`src/rtl/zclk_types_pkg.sv`:
```
/*
 * Z80 clock-side types
 * turbo mode codes, the fclk phase position and the edge count width
 * shared by the clock generator stages and the testbench checks
 */

package zclk_types_pkg;

	// requested or active Z80 clock rate
	// 2'b00 is 3.5 MHz
	// 2'b01 is 7 MHz
	// 2'b1x is 14 MHz, bit 1 alone decides it
	typedef logic [1:0] turbo_t;

	// position inside the four-cycle fclk phase
	// phase 0 carries c0, phase 2 carries c2
	typedef logic [1:0] phase_t;

	// zpos or zneg edge count over a test window
	typedef logic [15:0] zcount_t;

endpackage

```
`src/rtl/zbus_pkg.sv`:
```
/*
 * Z80 bus-side types
 * I/O wait counter, memory stall FSM states and the I/O wait length
 */

package zbus_pkg;

	// fclk cycles of stall for one external I/O access at 14 MHz
	// half as many zpos pulses are lost
	localparam int IO_WAIT_CYCLES = 12;

	// remaining cycles of the I/O wait
	typedef logic [3:0] iowait_t;

	// memory stall handshake toward the arbiter
	// S_IDLE     no request, mem_ack is known low
	// S_REQ      mem_req high, Z80 clock held
	// S_RELEASE  mem_req low, waiting for mem_ack to drop
	typedef enum logic [1:0]
	{
		S_IDLE,
		S_REQ,
		S_RELEASE
	} stall_state_t;

endpackage

```
`src/rtl/zstrobe_if.sv`:
```
/*
 * Inter-stage links of the Z80 clock generator
 * zstrobe_if carries fclk phase strobes, the active turbo and zpos feedback
 * zstall_if carries the wait-state flags into the edge stage
 */

interface zstrobe_if;
	import zclk_types_pkg::*;

	// one-cycle strobes in phase 0 and phase 2
	logic c0;
	logic c2;
	// toggles on every c2, splits c2 into two alternating halves
	logic c2_half;
	// turbo mode latched at refresh
	turbo_t int_turbo;
	// registered zpos from the edge stage
	logic zpos_fb;

	modport phase_src (output c0, c2, c2_half, int_turbo, input zpos_fb);
	modport stall_sink (input int_turbo, zpos_fb);
	modport edge_sink (input c0, c2, c2_half, int_turbo, output zpos_fb);
endinterface

interface zstall_if;
	// any wait state holding the Z80 clock
	logic stall;
	logic io_wait;
	logic mem_wait;
	// active mode is 14 MHz
	logic int_turbo_14;

	modport source (output stall, io_wait, mem_wait, int_turbo_14);
	modport sink (input stall, io_wait, mem_wait, int_turbo_14);
endinterface

```
`src/rtl/zturbo_phase.sv`:
```
/*
 * Phase and turbo stage
 * free-running fclk phase counter with the c0, c2 and half-c2 strobes,
 * and the refresh edge detector that switches the active turbo mode
 */

module zturbo_phase
(
	input  logic                  fclk,
	input  logic                  rst,
	input  zclk_types_pkg::turbo_t turbo,
	input  logic                  rfsh_n,
	zstrobe_if.phase_src          strobes
);
	import zclk_types_pkg::*;

	phase_t phase;
	logic   c2_half;
	// rfsh_n as sampled at the previous zpos
	logic   rfsh_n_old;

	// four fclk cycles per phase round
	always_ff @(posedge fclk)
	begin
		if (rst)
			phase <= '0;
		else
			phase <= phase + phase_t'(1);
	end

	assign strobes.c0 = (phase == phase_t'(0));
	assign strobes.c2 = (phase == phase_t'(2));

	// every other c2, gives the 3.5 MHz spacing
	always_ff @(posedge fclk)
	begin
		if (rst)
			c2_half <= 1'b0;
		else if (strobes.c2)
			c2_half <= ~c2_half;
	end

	assign strobes.c2_half = c2_half;

	// rfsh_n sampled only at zpos
	// new turbo taken on the first low sample after a high one
	always_ff @(posedge fclk)
	begin
		if (rst)
		begin
			rfsh_n_old        <= 1'b1;
			strobes.int_turbo <= '0;
		end
		else if (strobes.zpos_fb)
		begin
			rfsh_n_old <= rfsh_n;
			if (rfsh_n_old && !rfsh_n)
				strobes.int_turbo <= turbo;
		end
	end

	// mode switch lands only right after a Z80 rising edge
	a_turbo_at_zpos: assert property (
		@(posedge fclk) disable iff (rst)
		$changed(strobes.int_turbo) |-> $past(strobes.zpos_fb)
	);

endmodule

```
`src/rtl/zstall_ctrl.sv`:
```
/*
 * Stall stage
 * 14 MHz wait states: a fixed stall for external I/O accesses and
 * a four-phase mem_req/mem_ack stall for memory accesses
 */

module zstall_ctrl
#(
	parameter int IO_WAIT_EN = 1
)
(
	input  logic          fclk,
	input  logic          rst,
	input  logic          iorq,
	input  logic          external_port,
	input  logic          mreq,
	output logic          mem_req,
	input  logic          mem_ack,
	zstrobe_if.stall_sink strobes,
	zstall_if.source      stall
);
	import zbus_pkg::*;

	logic         turbo14;
	logic         io;
	logic         io_r;
	logic         mreq_r;
	logic         io_trig;
	logic         mem_trig;
	iowait_t      io_cnt;
	stall_state_t state;
	// access seen while the arbiter still holds mem_ack
	logic         mem_pend;

	assign turbo14 = strobes.int_turbo[1];
	assign io      = iorq & external_port;

	// bus strobes sampled at zpos, as the Z80 sees them
	always_ff @(posedge fclk)
	begin
		if (rst)
		begin
			io_r   <= 1'b0;
			mreq_r <= 1'b0;
		end
		else if (strobes.zpos_fb)
		begin
			io_r   <= io;
			mreq_r <= mreq;
		end
	end

	// rising edges at zpos, 14 MHz only
	assign io_trig  = (IO_WAIT_EN != 0) && io && !io_r && strobes.zpos_fb && turbo14;
	assign mem_trig = mreq && !mreq_r && strobes.zpos_fb && turbo14;

	// I/O wait countdown, high from the next cycle for IO_WAIT_CYCLES
	always_ff @(posedge fclk)
	begin
		if (rst)
			io_cnt <= '0;
		else if (io_trig)
			io_cnt <= iowait_t'(IO_WAIT_CYCLES);
		else if (!turbo14)
			io_cnt <= '0;
		else if (io_cnt != '0)
			io_cnt <= io_cnt - iowait_t'(1);
	end

	// memory handshake, new request only once mem_ack is low again
	always_ff @(posedge fclk)
	begin
		if (rst)
		begin
			state    <= S_IDLE;
			mem_pend <= 1'b0;
		end
		else
		begin
			case (state)
				S_IDLE:
					if (mem_trig)
						state <= S_REQ;
				S_REQ:
					if (mem_ack)
						state <= S_RELEASE;
				S_RELEASE:
					if (!mem_ack)
					begin
						mem_pend <= 1'b0;
						state    <= (mem_trig || mem_pend) ? S_REQ : S_IDLE;
					end
					else if (mem_trig)
						mem_pend <= 1'b1;
				default:
					state <= S_IDLE;
			endcase
		end
	end

	assign mem_req = (state == S_REQ);

	// a slow ack release only stretches the stall through mem_pend
	assign stall.io_wait      = turbo14 && (io_cnt != '0);
	assign stall.mem_wait     = turbo14 && (mem_req || mem_pend);
	assign stall.stall        = stall.io_wait || stall.mem_wait;
	assign stall.int_turbo_14 = turbo14;

	a_req_after_ack_low: assert property (
		@(posedge fclk) disable iff (rst)
		$rose(mem_req) |-> !mem_ack
	);

	// the wait sources themselves only ever run at 14 MHz
	a_stall_only_14: assert property (
		@(posedge fclk) disable iff (rst)
		((io_cnt != '0) || mem_req) |-> strobes.int_turbo[1]
	);

endmodule

```
`src/rtl/zedge_gen.sv`:
```
/*
 * Edge stage
 * selects the pre-edge pair for the active turbo mode and registers
 * zpos, zneg and the Z80 clock, all held while a wait state is on
 */

module zedge_gen
(
	input  logic         fclk,
	input  logic         rst,
	zstrobe_if.edge_sink strobes,
	zstall_if.sink       stall,
	output logic         zpos,
	output logic         zneg,
	output logic         zclk_out
);

	// 14 MHz source, frozen during stall so the pattern resumes in step
	logic clk14_src;
	logic pre_zpos;
	logic pre_zneg;
	// Z80 clock level after this cycle's edge has been applied
	logic zclk_nxt;

	always_ff @(posedge fclk)
	begin
		if (rst)
			clk14_src <= 1'b0;
		else if (!stall.stall)
			clk14_src <= ~clk14_src;
	end

	always_comb
	begin
		if (stall.int_turbo_14)
		begin
			pre_zpos = clk14_src;
			pre_zneg = ~clk14_src;
		end
		else if (strobes.int_turbo[0])
		begin
			// 7 MHz, zpos lands in phase 3 and zneg in phase 1
			pre_zpos = strobes.c2;
			pre_zneg = strobes.c0;
		end
		else
		begin
			// 3.5 MHz, c2 alternates between zpos and zneg
			pre_zpos = strobes.c2 & ~strobes.c2_half;
			pre_zneg = strobes.c2 & strobes.c2_half;
		end
	end

	// zpos drops the clock, zneg raises it
	// using the updated level keeps the 14 MHz edges one fclk apart
	assign zclk_nxt = zpos ? 1'b0 : (zneg ? 1'b1 : zclk_out);

	always_ff @(posedge fclk)
	begin
		if (rst)
		begin
			zpos     <= 1'b0;
			zneg     <= 1'b0;
			zclk_out <= 1'b0;
		end
		else
		begin
			zpos     <= ~stall.stall & pre_zpos & zclk_nxt;
			zneg     <= ~stall.stall & pre_zneg & ~zclk_nxt;
			// output inverted externally
			zclk_out <= zclk_nxt;
		end
	end

	assign strobes.zpos_fb = zpos;

	a_zpos_zneg_excl: assert property (
		@(posedge fclk) disable iff (rst)
		!(zpos && zneg)
	);

	// one bus cycle at a time, so I/O and memory waits never overlap
	a_single_wait: assert property (
		@(posedge fclk) disable iff (rst)
		!(stall.io_wait && stall.mem_wait)
	);

endmodule

```
`src/rtl/zclock_top.sv`:
```
/*
 * Z80 clock generator
 * phase and turbo stage, stall stage and edge stage in a row,
 * producing zclk_out, zpos and zneg at 3.5, 7 or 14 MHz from fclk
 */

module zclock_top
#(
	parameter int IO_WAIT_EN = 1
)
(
	input  logic                   fclk,
	input  logic                   rst,
	input  zclk_types_pkg::turbo_t turbo,
	input  logic                   rfsh_n,
	input  logic                   iorq,
	input  logic                   external_port,
	input  logic                   mreq,
	output logic                   mem_req,
	input  logic                   mem_ack,
	output logic                   zclk_out,
	output logic                   zpos,
	output logic                   zneg,
	output zclk_types_pkg::turbo_t int_turbo
);

	zstrobe_if strobes_if ();
	zstall_if  stall_if ();

	// phase strobes and turbo latch
	zturbo_phase u_turbo_phase (
		.fclk    (fclk),
		.rst     (rst),
		.turbo   (turbo),
		.rfsh_n  (rfsh_n),
		.strobes (strobes_if.phase_src)
	);

	// 14 MHz wait states and arbiter handshake
	zstall_ctrl #(
		.IO_WAIT_EN (IO_WAIT_EN)
	) u_stall_ctrl (
		.fclk          (fclk),
		.rst           (rst),
		.iorq          (iorq),
		.external_port (external_port),
		.mreq          (mreq),
		.mem_req       (mem_req),
		.mem_ack       (mem_ack),
		.strobes       (strobes_if.stall_sink),
		.stall         (stall_if.source)
	);

	// Z80 clock edges
	zedge_gen u_edge_gen (
		.fclk     (fclk),
		.rst      (rst),
		.strobes  (strobes_if.edge_sink),
		.stall    (stall_if.sink),
		.zpos     (zpos),
		.zneg     (zneg),
		.zclk_out (zclk_out)
	);

	assign int_turbo = strobes_if.int_turbo;

endmodule

```
`config.mk`:
```
export PLATFORM = sky130hd
export DESIGN_NAME = zclock_top
export DESIGN_NICKNAME = d
export VERILOG_FILES = /design/src/rtl/zclk_types_pkg.sv /design/src/rtl/zbus_pkg.sv /design/src/rtl/zstrobe_if.sv /design/src/rtl/zturbo_phase.sv /design/src/rtl/zstall_ctrl.sv /design/src/rtl/zedge_gen.sv /design/src/rtl/zclock_top.sv
export SDC_FILE = /design/constraint.sdc
export NUM_CORES = 1
export LEC_CHECK = 0
export ABC_AREA = 1
export BUFFER_PORTS_ARGS = -buffer_cell sky130_fd_sc_hd__buf_2
export CAP_MARGIN = 20
export CORE_MARGIN = 2
export CORE_UTILIZATION = 30
export DETAILED_ROUTE_END_ITERATION = 6
export GPL_ROUTABILITY_DRIVEN = 0
export PLACE_DENSITY_LB_ADDON = 0.12
export SYNTH_ARGS = -nofsm -noshare
export SYNTH_HDL_FRONTEND = slang
export SYNTH_SLANG_ARGS = --single-unit
export TNS_END_PERCENT = 100
```
`constraint.sdc`:
```
create_clock -name fclk -period 3.45 [get_ports fclk]
set_input_delay 0.345 -clock fclk [delete_from_list [all_inputs] [get_ports fclk]]
set_output_delay 0.345 -clock fclk [all_outputs]
set_load 0.005 [all_outputs]
```
Word-level counts from Yosys, hierarchy flattened
Cells that the tools add are included. W data, S select, Z words.

Reductions and logical operators: 22. Add/sub/neg operators: 2. Muxes and demuxes: 16. Eq/ne operators: 8. Bitwise operators: 12.

Operator list (number): $mux W4 (3); $logic_and A1 B1 Y1 (9); $mux W1 (9); $and A1 B1 Y1 (7); $mux W2 (3); $pmux W2 S3 (1); $not A1 Y1 (5); $eq A2 B2 Y1 const B (2); $logic_not A2 Y1 (2); $ne A2 B1 Y1 const B (2); $ne A2 B2 Y1 const B (2); $reduce_and A2 Y1 (2); $reduce_bool A4 Y1 (1); $sub A4 B1 Y4 const B (1); $logic_not A1 Y1 (3); $logic_or A1 B1 Y1 (3); $ne A3 B1 Y1 const B (1); $reduce_and A3 Y1 (1); $reduce_or A3 Y1 (1); $add A2 B1 Y2 const B (1); $eq A2 B1 Y1 const B (1).

Output and inout port bits: 6. Input bits: 9. Register bits after elaboration: 19. Logic and storage cells: 74.

Logic depth before layout (Yosys ltp)
Word-level depth: 8. Mapped depth: 7. Depth with buffers taken out: 7.

Modules after synthesis
Synthesis repeated with hierarchy kept, for this count alone.

Cells, all modules: 126. Area, all modules: 943.4 um^2.

Modules (own cells, without submodules): zstall_ctrl (seq. area each 180.2 um^2, instances 1, cells an instance 68, area an instance 476.7 um^2); zturbo_phase (seq. area each 120.1 um^2, instances 1, cells an instance 32, area an instance 256.5 um^2); zedge_gen (seq. area each 80.1 um^2, instances 1, cells an instance 26, area an instance 210.2 um^2).

Worst setup path after synthesis
Ideal clock, no wire load.

Path kind: flip-flop to flip-flop. Start: register u_stall_ctrl.io_cnt[0]. End: register u_edge_gen.clk14_src. Data required time: 3.335 ns. Path buffers: 0. Path slack: 2.360 ns. Period minus slack after synthesis: 1.090 ns. Arrival: 0.975 ns. Cell stages (with the launch flop): 7. Setup time: 0.115 ns. Path through: dfxtp_1 inv_1 ha_1 nand2_2 nand2_1 a21oi_1 nor2_1.

Cells in the longest elaborated chain, start to end: 3.

Ends and longest elaborated chain: start: declaration (line zstall_ctrl.sv:30) `iowait_t io_cnt;`; start signal: assignment (line zstall_ctrl.sv:63) `io_cnt <= iowait_t'(IO_WAIT_CYCLES);`; start signal: assignment (line zstall_ctrl.sv:67) `io_cnt <= io_cnt - iowait_t'(1);`; $reduce_bool A4 Y1 (line zstall_ctrl.sv:104) `assign stall.io_wait = turbo14 && (io_cnt != '0);`; $logic_and A1 B1 Y1 (line zstall_ctrl.sv:104); $logic_or A1 B1 Y1 (line zstall_ctrl.sv:106) `assign stall.stall = stall.io_wait || stall.mem_wait;`; end signal: assignment (line zedge_gen.sv:30) `clk14_src <= ~clk14_src;`; end: declaration (line zedge_gen.sv:19) `logic clk14_src;`.

Every way passes these cells. A chain may end at the register's enable or synchronous reset.

Worst setup path in the final report
Start: register u_stall_ctrl.state[1]. End: output port mem_req.

Cells in the longest elaborated chain, start to end: 1.

Ends and longest elaborated chain: start: declaration (line zstall_ctrl.sv:31) `stall_state_t state;`; start signal: assignment (line zstall_ctrl.sv:91) `state <= (mem_trig || mem_pend) ? S_REQ : S_IDLE;`; $eq A2 B1 Y1 (line zstall_ctrl.sv:101) `assign mem_req = (state == S_REQ);`; end: declaration (line zclock_top.sv:19) `output logic mem_req,`.

Every way passes these cells.

==> run metrics <==
Leak Pwr=0.4930 nW; most frequent cells in the layout=nand2_1, inv_1, dfxtp_1; fmax=0.7543 GHz; most common cell after layout, fill and taps aside=nand2_1; RSZ-0062 raised after global routing=no; Sink Count=19; worst-skew pair later-pin latency=0.29 ns; vias per cell=4.488; Sw Share=22.96%; Pre-antenna DRT Iters=4; initial drt markers=13; TritonCTS clock tree=done; Die Height=58.53 um; Max Buffers Root-to-Sink=2; worst vdd ir=0.2198 mV; part of the cycle the worst path needs=38.43%; Worst path max stage delay=0.36 ns; Syn Std Cell Area=892.1 um2; most frequent CP cell=inv_1; Starting Density=32.07%; GRT Util Overall=11.38%; share of layout cells above drive strength 1=15.83%; CP startpoint kind=flop; Worst Max-Slew Pin Slew=0.2946 ns; Setup Viol. Count Final=0; Worst path slowest cell=dfxtp_1; layout net count=153; min-delay worst type=input pin to flop; core area=0.002781 mm2; skew final=0.001582 ns; initial antenna violation count=0; clock network fraction of total power=31.0%; Sw Pwr=0.08287 mW; status=completed; DR vias=763; Crit Path Max Fanout=3; Avg Cell Area, Syn=7.253 um2; Syn Inst Count=123; largest net degree at the start of global routing=11; Internal Pwr Total=0.2781 mW; WL per Instance=9.947 um; HPWL after detailed placement=1348 um; # IOs=15; Combinational Power Share=6.2%; final number of max-transition violations=0; FP Rows=19; vias in the first global route=716; post-route minimum period=1.326 ns; Ys Warns=0; Setup Buffers After CTS=0; Post-Route Setup TNS=0 ns; drt drc=0; Overflow after GRT=0; Hold Vio Cnt, Final=0; syn nets=136; post-synth cell types=19; CP required=3.11 ns; Routed Antenna Nets=0; Fin Hold WS=0.3073 ns; placed insts=166; CTS Root Cell=clkbuf_4; port bufs=14; Die Wd=58.53 um; Resize count post-CTS=0; die area=0.003426 mm2; FILL cells=303; global-route wire length before repair=3008 um; Yosys reg bits=19; pwr/cell area=358.9 mW/mm2; Worst slew margin=80.33%; hold buffers post-CTS=0; Flop pwr share=62.8%; register area share after synthesis=42.64%; Crit path arrival time=0.98 ns; CTS clock-pin slew for the worst setup and hold paths=0.10 ns; Ant. Diodes=0; cts bufs inserted=3; routed wire length=1691 um; Setup CP Type=flop to primary output; area grow syn2layout=12.76%; post-route insts no fill=170; max cap viols=0; crit-path cells=inv_1 -> nand2_1 -> inv_1 -> buf_2; Clock H-tree levels=1; endpoint type of the worst setup path=primary output
## cells by family after synthesis
| group | after synthesis | synth area share, % |
|---|---|---|
| xor gates and xnor gates | 2 | 1.964 |
| DFF | 19 | 42.64 |
| and+or+nand+nor | 55 | 26.93 |
| AOI/OAI and AO/OA | 19 | 11.22 |
| adders and majority gates | 4 | 5.610 |
| buffers and inverters | 24 | 11.64 |
## metal layers
| metal | part of all wire [%] | track usage, % | vias up | routed length (um) |
|---|---|---|---|---|
| met4 | 0.95 | 4.983 | 0 | 16 |
| li1 | - | - | 411 | - |
| met5 | 0 | 0 | - | 0 |
| met2 | 44 | 17.50 | 8 | 747 |
| met1 | 53 | 15.60 | 342 | 889 |
| met3 | 2.2 | 1.978 | 2 | 38 |
## through the flow
stage	utilization, %	area [um2]	setup slack, ns	power [mW]
global placement	35.22	979.7	2.274	0.2540
finish	36.17	1006	2.124	0.3610
global route	36.17	1006	2.035	0.3863
CTS	36.17	1006	2.107	0.3664
detailed placement	35.22	979.7	2.257	0.2545
floorplan	-	892.1	2.360	0.2460
## synthesized netlist by cell type
cell      instances  area, um2
dfxtp_1          19      380.4
nor2_4            1      11.26
ha_1              4      50.05
a21oi_1          11      55.05
inv_1            21      78.83
xor2_1            2      17.52
nor2_1           17      63.81
nand4_2           1      12.51
a211oi_1          1      7.510
nand3_1           4      20.02
nand2_1          28      105.1
inv_2             1      3.750
and2_4            1      8.760
o211ai_1          1      7.510
buf_4             1      7.510
o21ai_0           6      30.03
nand4_1           2      12.51
clkbuf_8          1      13.76
nand2_2           1      6.260
## state kept, by name, indices dropped and copies added (netlist names), 2 cells and up
register and flops:
u_stall_ctrl.io_cnt 4, u_stall_ctrl.state 2, u_turbo_phase.strobes.int_turbo 2, u_turbo_phase.phase 2
## worst max-delay path, delay by kind of cell (launching register included)
family                 cells  cell delay, ns
flip-flops                 1            0.36
buffers and inverters      3            0.24
AND/OR/NAND/NOR            1            0.09
## power groups by stage
| stage | registers (mW) | logic, mW | clock network [mW] |
|---|---|---|---|
| detailed placement | 0.232 | 0.0226 | 0 |
| global route | 0.228 | 0.0269 | 0.132 |
| finish | 0.227 | 0.0225 | 0.112 |
| global placement | 0.232 | 0.0224 | 0 |
| CTS | 0.227 | 0.0228 | 0.117 |
| floorplan | 0.231 | 0.0148 | 0 |
## final timing paths
check	from	to	slack, ns	cells past startpoint
worst min-delay path	mreq	u_stall_ctrl.mreq_r	0.31	3
worst max-delay path	u_stall_ctrl.state[1]	mem_req	2.12	4
worst max register to register	u_stall_ctrl.io_cnt[0]	u_stall_ctrl.io_cnt[3]	2.23	7
worst min register to register	u_turbo_phase.phase[0]	u_turbo_phase.phase[0]	0.43	1
## area by class of cell
type                    count  area [um2]  area share [%]
repair buffers             14       70.07           6.965
multi-input cells          80       407.9           40.55
inverters                  22       82.58           8.209
flip-flops and latches     19       380.4           37.81
well taps                  31       38.79           3.856
clock buffers               4       26.28           2.612
No activity file was read; power rests on OpenSTA's default activity.
